===== config.mk =====
export PLATFORM = sky130hd
export DESIGN_NAME = periph_xbar
export DESIGN_NICKNAME = d
export VERILOG_FILES = /design/src/verilog/periph_xbar_pkg.sv /design/src/verilog/xbar_req_if.sv /design/src/verilog/periph_xbar.sv /design/src/verilog/periph_resp_router.sv /design/src/verilog/periph_rr_arbiter.sv /design/src/verilog/periph_addr_decode.sv
export SDC_FILE = /design/constraint.sdc
export NUM_CORES = 1
export LEC_CHECK = 0
export BUFFER_PORTS_ARGS = -buffer_cell sky130_fd_sc_hd__clkbuf_2
export CAP_MARGIN = 25
export CORE_AREA = 10 10 292 294
export CTS_CLUSTER_SIZE = 12
export DETAILED_ROUTE_END_ITERATION = 16
export DIE_AREA = 0 0 302 304
export MAX_ROUTING_LAYER = met4
export PLACE_DENSITY = 0.46
export SYNTH_ARGS = -nofsm -noshare
export SYNTH_HDL_FRONTEND = slang
export SYNTH_SLANG_ARGS = --single-unit

===== constraint.sdc =====
create_clock -name clk_i -period 6.2 [get_ports clk_i]
set_input_delay 1.24 -clock clk_i [delete_from_list [all_inputs] [get_ports clk_i]]
set_output_delay 1.24 -clock clk_i [all_outputs]
set_load 0.02 [all_outputs]

===== src/verilog/periph_xbar_pkg.sv =====
`default_nettype none

package periph_xbar_pkg;

  // crossbar sizes
  localparam int unsigned N_CORES    = 2;
  localparam int unsigned N_MPERIPHS = 1;
  localparam int unsigned N_INPS     = N_CORES + N_MPERIPHS;
  localparam int unsigned N_OUPS     = 4;

  // target 3 leads out to the SoC bus
  localparam logic [1:0] OUP_EXT = 2'd3;

  // routing field inside the peripheral window
  localparam int unsigned ROUTING_LSB = 16;
  localparam int unsigned ROUTING_MSB = 17;

  // cluster address map on bits 31:20, must track the SoC bus map
  localparam logic [11:0] CLUSTER_BASE  = 12'h100;
  localparam logic [11:0] CLUSTER_STEP  = 12'h004;
  localparam logic [11:0] CLUSTER_LIMIT = 12'h1A0;

  // top byte of the local cluster alias
  localparam logic [7:0] LOCAL_TOP = 8'h10;

  // peripheral window on bits 23:20
  localparam logic [3:0] PERIPH_LO = 4'd2;
  localparam logic [3:0] PERIPH_HI = 4'd3;

  typedef logic [31:0] addr_t;
  typedef logic [31:0] data_t;
  typedef logic [3:0]  be_t;
  typedef logic [1:0]  oup_idx_t;
  // binary initiator index, used by the round-robin pointers
  typedef logic [1:0]  inp_idx_t;
  // one bit per initiator
  typedef logic [2:0]  inp_id_t;
  typedef logic [5:0]  cluster_id_t;

endpackage

`default_nettype wire

===== src/verilog/xbar_req_if.sv =====
`default_nettype none

interface xbar_req_if;

  // bit [i][j] set when initiator i asks target j
  logic [periph_xbar_pkg::N_INPS-1:0][periph_xbar_pkg::N_OUPS-1:0] req;
  logic [periph_xbar_pkg::N_INPS-1:0][periph_xbar_pkg::N_OUPS-1:0] gnt;

  // request payload, one entry per initiator
  periph_xbar_pkg::addr_t [periph_xbar_pkg::N_INPS-1:0] addr;
  periph_xbar_pkg::data_t [periph_xbar_pkg::N_INPS-1:0] wdata;
  logic                   [periph_xbar_pkg::N_INPS-1:0] wen;
  periph_xbar_pkg::be_t   [periph_xbar_pkg::N_INPS-1:0] be;

  modport decode (
    output req,
    output addr,
    output wdata,
    output wen,
    output be,
    input  gnt
  );

  modport arbiter (
    input  req,
    input  addr,
    input  wdata,
    input  wen,
    input  be,
    output gnt
  );

endinterface

`default_nettype wire


===== src/verilog/periph_xbar.sv =====
`default_nettype none

module periph_xbar (
  input  wire logic                                                   clk_i,
  input  wire logic                                                   rst_n_i,
  input  wire periph_xbar_pkg::cluster_id_t                           cluster_id_i,

  // initiator request side
  input  wire logic [periph_xbar_pkg::N_INPS-1:0]                     in_req_i,
  input  wire periph_xbar_pkg::addr_t   [periph_xbar_pkg::N_INPS-1:0] in_addr_i,
  input  wire periph_xbar_pkg::data_t   [periph_xbar_pkg::N_INPS-1:0] in_wdata_i,
  input  wire logic [periph_xbar_pkg::N_INPS-1:0]                     in_wen_i,
  input  wire periph_xbar_pkg::be_t     [periph_xbar_pkg::N_INPS-1:0] in_be_i,
  output logic [periph_xbar_pkg::N_INPS-1:0]                          in_gnt_o,

  // initiator response side
  output logic [periph_xbar_pkg::N_INPS-1:0]                          in_r_valid_o,
  output periph_xbar_pkg::data_t [periph_xbar_pkg::N_INPS-1:0]        in_r_rdata_o,
  output logic [periph_xbar_pkg::N_INPS-1:0]                          in_r_opc_o,

  // target request side
  output logic [periph_xbar_pkg::N_OUPS-1:0]                          out_req_o,
  output periph_xbar_pkg::addr_t   [periph_xbar_pkg::N_OUPS-1:0]      out_addr_o,
  output periph_xbar_pkg::data_t   [periph_xbar_pkg::N_OUPS-1:0]      out_wdata_o,
  output logic [periph_xbar_pkg::N_OUPS-1:0]                          out_wen_o,
  output periph_xbar_pkg::be_t     [periph_xbar_pkg::N_OUPS-1:0]      out_be_o,
  output periph_xbar_pkg::inp_id_t [periph_xbar_pkg::N_OUPS-1:0]      out_id_o,
  input  wire logic [periph_xbar_pkg::N_OUPS-1:0]                     out_gnt_i,

  // target response side
  input  wire logic [periph_xbar_pkg::N_OUPS-1:0]                     out_r_valid_i,
  input  wire periph_xbar_pkg::data_t   [periph_xbar_pkg::N_OUPS-1:0] out_r_rdata_i,
  input  wire periph_xbar_pkg::inp_id_t [periph_xbar_pkg::N_OUPS-1:0] out_r_id_i,
  input  wire logic [periph_xbar_pkg::N_OUPS-1:0]                     out_r_opc_i
);

  // decoded requests from the decode stage to the per-target arbiters
  xbar_req_if req_bus ();

  periph_addr_decode i_decode (
    .cluster_id_i (cluster_id_i),
    .in_req_i     (in_req_i),
    .in_addr_i    (in_addr_i),
    .in_wdata_i   (in_wdata_i),
    .in_wen_i     (in_wen_i),
    .in_be_i      (in_be_i),
    .in_gnt_o     (in_gnt_o),
    .req_bus      (req_bus.decode)
  );

  periph_rr_arbiter i_arb (
    .clk_i       (clk_i),
    .rst_n_i     (rst_n_i),
    .req_bus     (req_bus.arbiter),
    .out_req_o   (out_req_o),
    .out_addr_o  (out_addr_o),
    .out_wdata_o (out_wdata_o),
    .out_wen_o   (out_wen_o),
    .out_be_o    (out_be_o),
    .out_id_o    (out_id_o),
    .out_gnt_i   (out_gnt_i)
  );

  // responses bypass the arbiters, steered by id alone
  periph_resp_router i_resp (
    .out_r_valid_i (out_r_valid_i),
    .out_r_rdata_i (out_r_rdata_i),
    .out_r_id_i    (out_r_id_i),
    .out_r_opc_i   (out_r_opc_i),
    .in_r_valid_o  (in_r_valid_o),
    .in_r_rdata_o  (in_r_rdata_o),
    .in_r_opc_o    (in_r_opc_o)
  );

endmodule

`default_nettype wire


===== src/verilog/periph_resp_router.sv =====
`default_nettype none

module periph_resp_router (
  input  wire logic [periph_xbar_pkg::N_OUPS-1:0]                     out_r_valid_i,
  input  wire periph_xbar_pkg::data_t   [periph_xbar_pkg::N_OUPS-1:0] out_r_rdata_i,
  input  wire periph_xbar_pkg::inp_id_t [periph_xbar_pkg::N_OUPS-1:0] out_r_id_i,
  input  wire logic [periph_xbar_pkg::N_OUPS-1:0]                     out_r_opc_i,
  output logic [periph_xbar_pkg::N_INPS-1:0]                          in_r_valid_o,
  output periph_xbar_pkg::data_t [periph_xbar_pkg::N_INPS-1:0]        in_r_rdata_o,
  output logic [periph_xbar_pkg::N_INPS-1:0]                          in_r_opc_o
);

  // each initiator takes the target whose response id carries its bit
  // targets never answer the same initiator in one cycle
  always_comb begin
    in_r_valid_o = '0;
    in_r_rdata_o = '0;
    in_r_opc_o   = '0;
    for (int unsigned i = 0; i < periph_xbar_pkg::N_INPS; i++) begin
      for (int unsigned j = 0; j < periph_xbar_pkg::N_OUPS; j++) begin
        if (out_r_valid_i[j] && out_r_id_i[j][i]) begin
          in_r_valid_o[i] = 1'b1;
          in_r_rdata_o[i] = out_r_rdata_i[j];
          in_r_opc_o[i]   = out_r_opc_i[j];
        end
      end
    end
  end

endmodule

`default_nettype wire


===== src/verilog/periph_rr_arbiter.sv =====
`default_nettype none

module periph_rr_arbiter (
  input  wire logic                                                  clk_i,
  input  wire logic                                                  rst_n_i,
  xbar_req_if.arbiter                                                req_bus,
  output logic [periph_xbar_pkg::N_OUPS-1:0]                         out_req_o,
  output periph_xbar_pkg::addr_t   [periph_xbar_pkg::N_OUPS-1:0]     out_addr_o,
  output periph_xbar_pkg::data_t   [periph_xbar_pkg::N_OUPS-1:0]     out_wdata_o,
  output logic [periph_xbar_pkg::N_OUPS-1:0]                         out_wen_o,
  output periph_xbar_pkg::be_t     [periph_xbar_pkg::N_OUPS-1:0]     out_be_o,
  output periph_xbar_pkg::inp_id_t [periph_xbar_pkg::N_OUPS-1:0]     out_id_o,
  input  wire logic [periph_xbar_pkg::N_OUPS-1:0]                    out_gnt_i
);

  // first requester at or after ptr, walking the initiators cyclically
  function automatic periph_xbar_pkg::inp_id_t rr_pick(
    input logic [periph_xbar_pkg::N_INPS-1:0] reqs,
    input periph_xbar_pkg::inp_idx_t          ptr
  );
    periph_xbar_pkg::inp_id_t pick;
    int unsigned              k;
    logic                     found;
    pick  = '0;
    found = 1'b0;
    for (int unsigned off = 0; off < periph_xbar_pkg::N_INPS; off++) begin
      k = (ptr + off) % periph_xbar_pkg::N_INPS;
      if (!found && reqs[k]) begin
        pick[k] = 1'b1;
        found   = 1'b1;
      end
    end
    return pick;
  endfunction

  for (genvar j = 0; j < periph_xbar_pkg::N_OUPS; j++) begin : gen_oup
    logic [periph_xbar_pkg::N_INPS-1:0] reqs;
    periph_xbar_pkg::inp_id_t           win;
    periph_xbar_pkg::inp_idx_t          ptr_q;
    periph_xbar_pkg::inp_idx_t          ptr_nxt;
    periph_xbar_pkg::addr_t             addr;
    periph_xbar_pkg::data_t             wdata;
    logic                               wen;
    periph_xbar_pkg::be_t               be;

    for (genvar k = 0; k < periph_xbar_pkg::N_INPS; k++) begin : gen_inp
      assign reqs[k] = req_bus.req[k][j];
      // grant only reaches the initiator once the target accepts
      assign req_bus.gnt[k][j] = win[k] & out_gnt_i[j];
    end

    assign win = rr_pick(reqs, ptr_q);

    // payload mux driven by the one-hot winner
    always_comb begin
      ptr_nxt = ptr_q;
      addr    = '0;
      wdata   = '0;
      wen     = 1'b0;
      be      = '0;
      for (int unsigned k = 0; k < periph_xbar_pkg::N_INPS; k++) begin
        if (win[k]) begin
          addr    = req_bus.addr[k];
          wdata   = req_bus.wdata[k];
          wen     = req_bus.wen[k];
          be      = req_bus.be[k];
          ptr_nxt = periph_xbar_pkg::inp_idx_t'((k + 1) % periph_xbar_pkg::N_INPS);
        end
      end
    end

    // pointer moves past the winner only on a completed transfer
    always_ff @(posedge clk_i) begin
      if (!rst_n_i) begin
        ptr_q <= '0;
      end else if (out_req_o[j] && out_gnt_i[j]) begin
        ptr_q <= ptr_nxt;
      end
    end

    assign out_req_o[j]   = |reqs;
    assign out_addr_o[j]  = addr;
    assign out_wdata_o[j] = wdata;
    assign out_wen_o[j]   = wen;
    assign out_be_o[j]    = be;
    assign out_id_o[j]    = win;
  end

endmodule

`default_nettype wire


===== src/verilog/periph_addr_decode.sv =====
`default_nettype none

module periph_addr_decode (
  input  wire periph_xbar_pkg::cluster_id_t                         cluster_id_i,
  input  wire logic [periph_xbar_pkg::N_INPS-1:0]                   in_req_i,
  input  wire periph_xbar_pkg::addr_t [periph_xbar_pkg::N_INPS-1:0] in_addr_i,
  input  wire periph_xbar_pkg::data_t [periph_xbar_pkg::N_INPS-1:0] in_wdata_i,
  input  wire logic [periph_xbar_pkg::N_INPS-1:0]                   in_wen_i,
  input  wire periph_xbar_pkg::be_t   [periph_xbar_pkg::N_INPS-1:0] in_be_i,
  output logic [periph_xbar_pkg::N_INPS-1:0]                        in_gnt_o,
  xbar_req_if.decode                                                req_bus
);

  // map an address to its target port
  // is_local is set for the cores of this cluster
  function automatic periph_xbar_pkg::oup_idx_t addr_to_idx(
    input periph_xbar_pkg::addr_t       addr,
    input periph_xbar_pkg::cluster_id_t cid,
    input logic                         is_local
  );
    logic [11:0]               win_lo;
    logic [11:0]               win_hi;
    logic                      in_periph;
    logic                      other_cluster;
    periph_xbar_pkg::oup_idx_t idx;
    win_lo = periph_xbar_pkg::CLUSTER_BASE + {6'b0, cid} * periph_xbar_pkg::CLUSTER_STEP;
    win_hi = win_lo + periph_xbar_pkg::CLUSTER_STEP;
    in_periph = (addr[23:20] >= periph_xbar_pkg::PERIPH_LO) &&
                (addr[23:20] <= periph_xbar_pkg::PERIPH_HI);
    // inside the cluster range but not in our own slot
    other_cluster = is_local &&
                    ((addr[31:20] < win_lo) || (addr[31:20] >= win_hi)) &&
                    (addr[31:20] >= periph_xbar_pkg::CLUSTER_BASE) &&
                    (addr[31:20] < periph_xbar_pkg::CLUSTER_LIMIT);
    if (other_cluster && in_periph) begin
      idx = periph_xbar_pkg::OUP_EXT;
    end else if (((addr[31:24] == periph_xbar_pkg::LOCAL_TOP) || !is_local) && in_periph) begin
      idx = addr[periph_xbar_pkg::ROUTING_MSB:periph_xbar_pkg::ROUTING_LSB];
    end else begin
      // everything else leaves through the SoC port
      idx = periph_xbar_pkg::OUP_EXT;
    end
    return idx;
  endfunction

  // payload is shared by all targets, only the request is steered
  assign req_bus.addr  = in_addr_i;
  assign req_bus.wdata = in_wdata_i;
  assign req_bus.wen   = in_wen_i;
  assign req_bus.be    = in_be_i;

  for (genvar i = 0; i < periph_xbar_pkg::N_INPS; i++) begin : gen_inp
    periph_xbar_pkg::oup_idx_t idx;

    assign idx = addr_to_idx(in_addr_i[i], cluster_id_i, i < periph_xbar_pkg::N_CORES);

    for (genvar j = 0; j < periph_xbar_pkg::N_OUPS; j++) begin : gen_oup
      assign req_bus.req[i][j] = in_req_i[i] && (idx == periph_xbar_pkg::oup_idx_t'(j));
    end

    // at most one target grants this initiator
    assign in_gnt_o[i] = |req_bus.gnt[i];
  end

endmodule

`default_nettype wire


# Word-level counts from Yosys, hierarchy flattened
# Index checks and enable logic that the tools add are counted.
[classes]
n_bitwise = 20
n_eq_ne = 11
addsub = 10
n_reduce_logical = 87
muxes = 169
div_mod_pow = 12
order_cmp = 38
[ops]
columns = ["operator", "count"]
rows = [
  ["$mux W32", 36],
  ["$ge A32 B1 Y1 const B", 12],
  ["$lt A32 B3 Y1 const B", 12],
  ["$mod A32 B2 Y32 const B", 8],
  ["$mod A2 B2 Y32 const B", 4],
  ["$mux W1", 68],
  ["$logic_and A1 B1 Y1", 59],
  ["$mux W4", 12],
  ["$mux W3", 12],
  ["$mux W2", 17],
  ["$bmux W1 S2", 12],
  ["$demux W1 S2", 12],
  ["$ge A12 B12 Y1", 2],
  ["$ge A12 B9 Y1 const B", 2],
  ["$lt A12 B12 Y1", 2],
  ["$lt A12 B9 Y1 const B", 2],
  ["$or A3 B3 Y3", 8],
  ["$eq A8 B5 Y1 const B", 2],
  ["$add A12 B3 Y12 const B", 1],
  ["$add A2 B1 Y3 const B", 4],
  ["$add A2 B2 Y3 const B", 4],
  ["$and A1 B1 Y1", 12],
  ["$eq A2 B2 Y1 const B", 6],
  ["$ge A4 B2 Y1 const B", 3],
  ["10 further kinds", 35],
]
[word_totals]
in_bits = 370
ff_bits = 8

# Longest topological paths before layout
[depth]
depth_word = 22
depth_mapped = 19

# Modules after synthesis
# Synthesis repeated with hierarchy kept, for this count alone.
[hier_totals]
hier_cells = 2302
hier_area_um2 = 13451.7
[modules_own_cells]
columns = ["module", "cells_per_inst", "area_each_um2", "n_inst", "seq_area_each_um2"]
rows = [
  ["periph_rr_arbiter", 1458, 7768.7, 1, 160.2],
  ["periph_resp_router", 523, 3183.1, 1, 0.0],
  ["periph_addr_decode", 321, 2499.9, 1, 0.0],
]

# Worst setup path after synthesis
# OpenSTA, ideal clock, no wires.
[synth_timing]
path_type = "input to output"
startpoint = "in cluster_id_i[1]"
endpoint = "out out_wdata_o[47] (netlist name)"
slack_ns = 0.221
required_ns = 4.960
n_path_buf = 3
arrival_time_ns = 4.739
path_stages = 18
path_cell_list = "inv_1 > nor3_1 > nand3_1 > xnor2_1 > ha_1 > a21o_1 > a2111oi_2 > o21ai_1 > a2111oi_4 > mux2i_1 > nand3_1 > and2_1 > buf_4 > inv_2 > buf_6 > buf_2 > nand2_1 > a31oi_1"
[synth_lines]
columns = ["element", "line", "rtl"]
rows = [
  ["start: declaration", "periph_xbar.sv:6", "input wire periph_xbar_pkg::cluster_id_t cluster_id_i,"],
  ["end: declaration", "periph_xbar.sv:24", "output periph_xbar_pkg::data_t [periph_xbar_pkg::N_OUPS-1:0] out_wdata_o,"],
]

==> impl_metrics.tcl <==
set metrics [dict create \
    end_kind "primary output" \
    largest_reg_flops 8 \
    antenna_found_initial 25 \
    grt_overflow_total 0 \
    syn_nets 2509 \
    cts_tree "yes" \
    drt-pass1-iter-count 6 \
    coreArea_sq_um 79640 \
    path_clk_slew_ps 40 \
    dieArea_sq_um 91810 \
    chipWidth_microns 302 \
    hold_class "reg2reg" \
    setup_viol 52 \
    finalWorstSetupSlack_ps -88.48 \
    leakagePower_nw 10.35 \
    reg2reg_depth 13 \
    grt_pass1_wl_microns 157500 \
    period_needed_ps 6288 \
    cp_common_cell "buf_4" \
    crit_path_start "cluster_id_i[0]" \
    power_density_nw_per_um2 208.1 \
    slew_headroom_pct 38.92 \
    pwr-share-seq_pct 1.3 \
    syn2layout_area_growth_pct 93.67 \
    reg2reg_setup_slack_ps 3260 \
    power_frac_clock_pct 2.3 \
    peakVddDrop_uv 164.5 \
    syn_avg_cell_area_sq_um 5.830 \
    crit_chain "clkbuf_16, inv_8, nor3_4, buf_6, nand4_1, buf_4, ha_4, nand3_2, nor3_2, buf_4, a31oi_4, o211a_1, buf_4, nand3_1, a221o_1, a222oi_1, buf_4, buf_12, buf_4, a2bb2oi_2, o21ai_2, buf_6" \
    async_flop_share_pct 0 \
    violations "negative setup slack" \
    die-height_microns 304 \
    layout-drive-gt1-share_pct 50.17 \
    drt-initial-drc-count 2143 \
    fin_nets 3443 \
    p_sw_share_pct 56.25 \
    comb_power_share_pct 96.3 \
    grt_max_degree 51 \
    postRouteAntennaNets 0 \
    placement.setup.worst_slack_ps -767.3 \
    fillers 8801 \
    rsz0062_at_grt "yes" \
    drv_cap 0 \
    grt_pass1_vias 20930 \
    slowest_delay_ps 420 \
    grt_use_total_pct 23.65 \
    synth_area_sq_um 12220 \
    worstMarginPinSlew_ps 916.2 \
    htree_levels 1 \
    start_util_pct 15.34 \
    clockRootBuffer "clkbuf_16" \
    critical_path.endpoint "out_addr_o[12]" \
    r2r-end "i_arb.gen_oup[3].ptr_q[1]" \
    hold_violations 0 \
    gp_congestion 0.9777 \
    clk_latency_ps 230 \
    slew_viol_final 0 \
    synth_cell_types 85 \
    critPathMaxFanout 8 \
    postCtsHoldBufs 0 \
    clock-sinks 8 \
    status "finished, violations left" \
    clockBufferDepth 2 \
    numPortBuffers 766 \
    wire_per_inst_microns 28.92 \
    yosysWarnings 0 \
    reg.largest.list "i_arb.gen_oup.ptr_q: 8 flops" \
    period_share_pct 101.4 \
    synth_ff_type "dfxtp_1" \
    p_int_mw 2.155 \
    numCtsBuffers 3 \
    vias_per_cell 5.374 \
    r2r-start "i_arb.gen_oup[3].ptr_q[1]" \
    worstSetupPathType "in2out" \
    vias 22067 \
    finClkSkew_ps 0.1350 \
    crit_required_ps 4960 \
    io_pins 767 \
    crit_slowest_cell "a222oi_1" \
    synth_edf_count 0 \
    max_freq_mhz 159.0 \
    rows 104 \
    remaining_drc_errors 0 \
    hpwl_microns 88500 \
    synthCells 2096 \
    startpoint_type "input port" \
    yosysSeqAreaShare_pct 1.311 \
    cp.arrival_ps 5050 \
    utilization_pct 29.72 \
    top_register "i_arb.gen_oup.ptr_q" \
    ys_ff_latch 8 \
    p_switching_mw 2.771 \
    totalWireLength_microns 118700 \
]
[synthesized netlist by cell type (all sizes together) (4+ instances only)]
library cell | number | share of area (%)
nor2b | 7 | 0.36
xnor2 | 6 | 0.43
nand3 | 154 | 6.3
a22oi | 69 | 4.2
nand2b | 9 | 0.46
clkbuf | 123 | 3.8
ha | 43 | 4.4
nand2 | 369 | 11
o2111ai | 8 | 0.68
a21oi | 188 | 7.8
a221oi | 7 | 0.55
o21ai | 295 | 12
o21a | 4 | 0.25
a31oi | 86 | 4.5
nor4 | 7 | 0.53
a21o | 5 | 0.31
or3 | 6 | 0.31
nor3 | 24 | 0.98
and2 | 19 | 0.97
a2bb2oi | 70 | 8.4
nand4 | 12 | 0.61
o211ai | 14 | 0.86
a211oi | 7 | 0.51
mux2 | 5 | 0.46
or2 | 4 | 0.20
nor3b | 6 | 0.45
and3 | 10 | 0.51
nor2 | 225 | 6.9
buf | 103 | 4.8
o2111a | 4 | 0.37
inv | 43 | 1.3
nor4b | 5 | 0.58
a2111oi | 4 | 0.50
a221o | 100 | 8.2
dfxtp | 8 | 1.3
[through the flow]
stage          cells  total power [mW]  hold slack, ps  setup TNS (ps)  area [sq um]
2_1_floorplan   2096             1.762           479.8               0         12220
3_3_place_gp    3990             3.425           535.9          -70790         19390
3_5_place_dp    3990             3.420           527.7          -61840         19390
4_1_cts         4060             4.202           542.2           -1185         21300
5_1_grt         4106             5.110           565.7          -19640         23670
6_report        4106             4.925           541.0           -2073         23670
[cell type report]
class / instances / area, sq um / share of cell area [%]
Tap cell: 1060 / 1326 / 5.604
Multi-Input combinational cell: 1820 / 12450 / 52.63
Sequential cell: 8 / 160.2 / 0.6767
Antenna cell: 18 / 45.04 / 0.1903
Clock buffer: 3 / 75.07 / 0.3172
Timing Repair Buffer: 1154 / 9403 / 39.73
Inverter: 43 / 201.4 / 0.8512
[what timing repair did]
item / 4_1_cts / 5_1_grt
gates cloned: 22 / 18
endpoints found under the setup margin: 281 / 281
pin swaps: 51 / 145
gates resized for setup: 179 / 650
buffers inserted: 48 / 34
[layout by cell type (no fill, tap or decap), drive strengths merged, types with 11 or more instances in the layout]
| cell type | count |
|---|---|
| a221o | 100 |
| a2bb2oi | 70 |
| nand2 | 369 |
| o211ai | 14 |
| nand4 | 12 |
| o21ai | 295 |
| nand3 | 154 |
| diode | 18 |
| and3 | 11 |
| a21oi | 188 |
| inv | 41 |
| nor3 | 24 |
| buf | 543 |
| nor2 | 225 |
| ha | 43 |
| a22oi | 69 |
| a31oi | 86 |
| clkbuf | 610 |
| and2 | 19 |
[worst max-delay path, delay by kind of cell]
kind / cells / cell delay, ps
compound gates: 6 / 1520
buf+inv: 10 / 1500
simple gates: 5 / 520
fa+ha+maj: 1 / 230
[power by group through the flow]
stage | clock, mW | combinational (mW) | sequential [mW]
after floorplan | 0 | 1.70 | 0.0638
after global placement | 0 | 3.36 | 0.0659
after detailed placement | 0 | 3.35 | 0.0661
after CTS | 0.115 | 4.02 | 0.0655
after global routing | 0.120 | 4.92 | 0.0661
final | 0.114 | 4.75 | 0.0656
[kinds of logic (layout without fill, tap and decap cells)]
logic type / count (synthesis) / after routing / synth area share, %
buffers and inverters: 269 / 1200 / 9.912
other: 0 / 18 / 0
AND/OR/NAND/NOR: 870 / 871 / 31.61
flip-flops: 8 / 8 / 1.311
XOR/XNOR: 8 / 8 / 0.6861
adder cells (fa/ha/maj): 43 / 43 / 4.403
AO/OA/AOI/OAI: 890 / 890 / 51.37
multiplexers: 8 / 8 / 0.7065
[routing by layer]
layer | global-route usage, % | wire [microns] | vias up | part of all wire [%]
met5 | - | 0 | - | 0
met4 | 11.99 | 6955 | 0 | 5.9
met3 | 4.380 | 9939 | 293 | 8.4
met2 | 40.31 | 58050 | 1400 | 49
met1 | 26.01 | 43800 | 10646 | 37
li1 | - | - | 9728 | -
[worst min-delay path by stage]
stage                                    from                         to  slack [ps]  cells past startpoint
floorplan           i_arb.gen_oup[2].ptr_q[1]  i_arb.gen_oup[2].ptr_q[1]         480                      2
global placement    i_arb.gen_oup[3].ptr_q[0]  i_arb.gen_oup[3].ptr_q[0]         540                      2
detailed placement  i_arb.gen_oup[3].ptr_q[1]  i_arb.gen_oup[3].ptr_q[1]         530                      2
CTS                 i_arb.gen_oup[3].ptr_q[1]  i_arb.gen_oup[3].ptr_q[1]         540                      2
global route        i_arb.gen_oup[3].ptr_q[0]  i_arb.gen_oup[3].ptr_q[0]         570                      2
finish              i_arb.gen_oup[3].ptr_q[0]  i_arb.gen_oup[3].ptr_q[0]         540                      2
No activity file was read; power rests on OpenSTA's default activity.
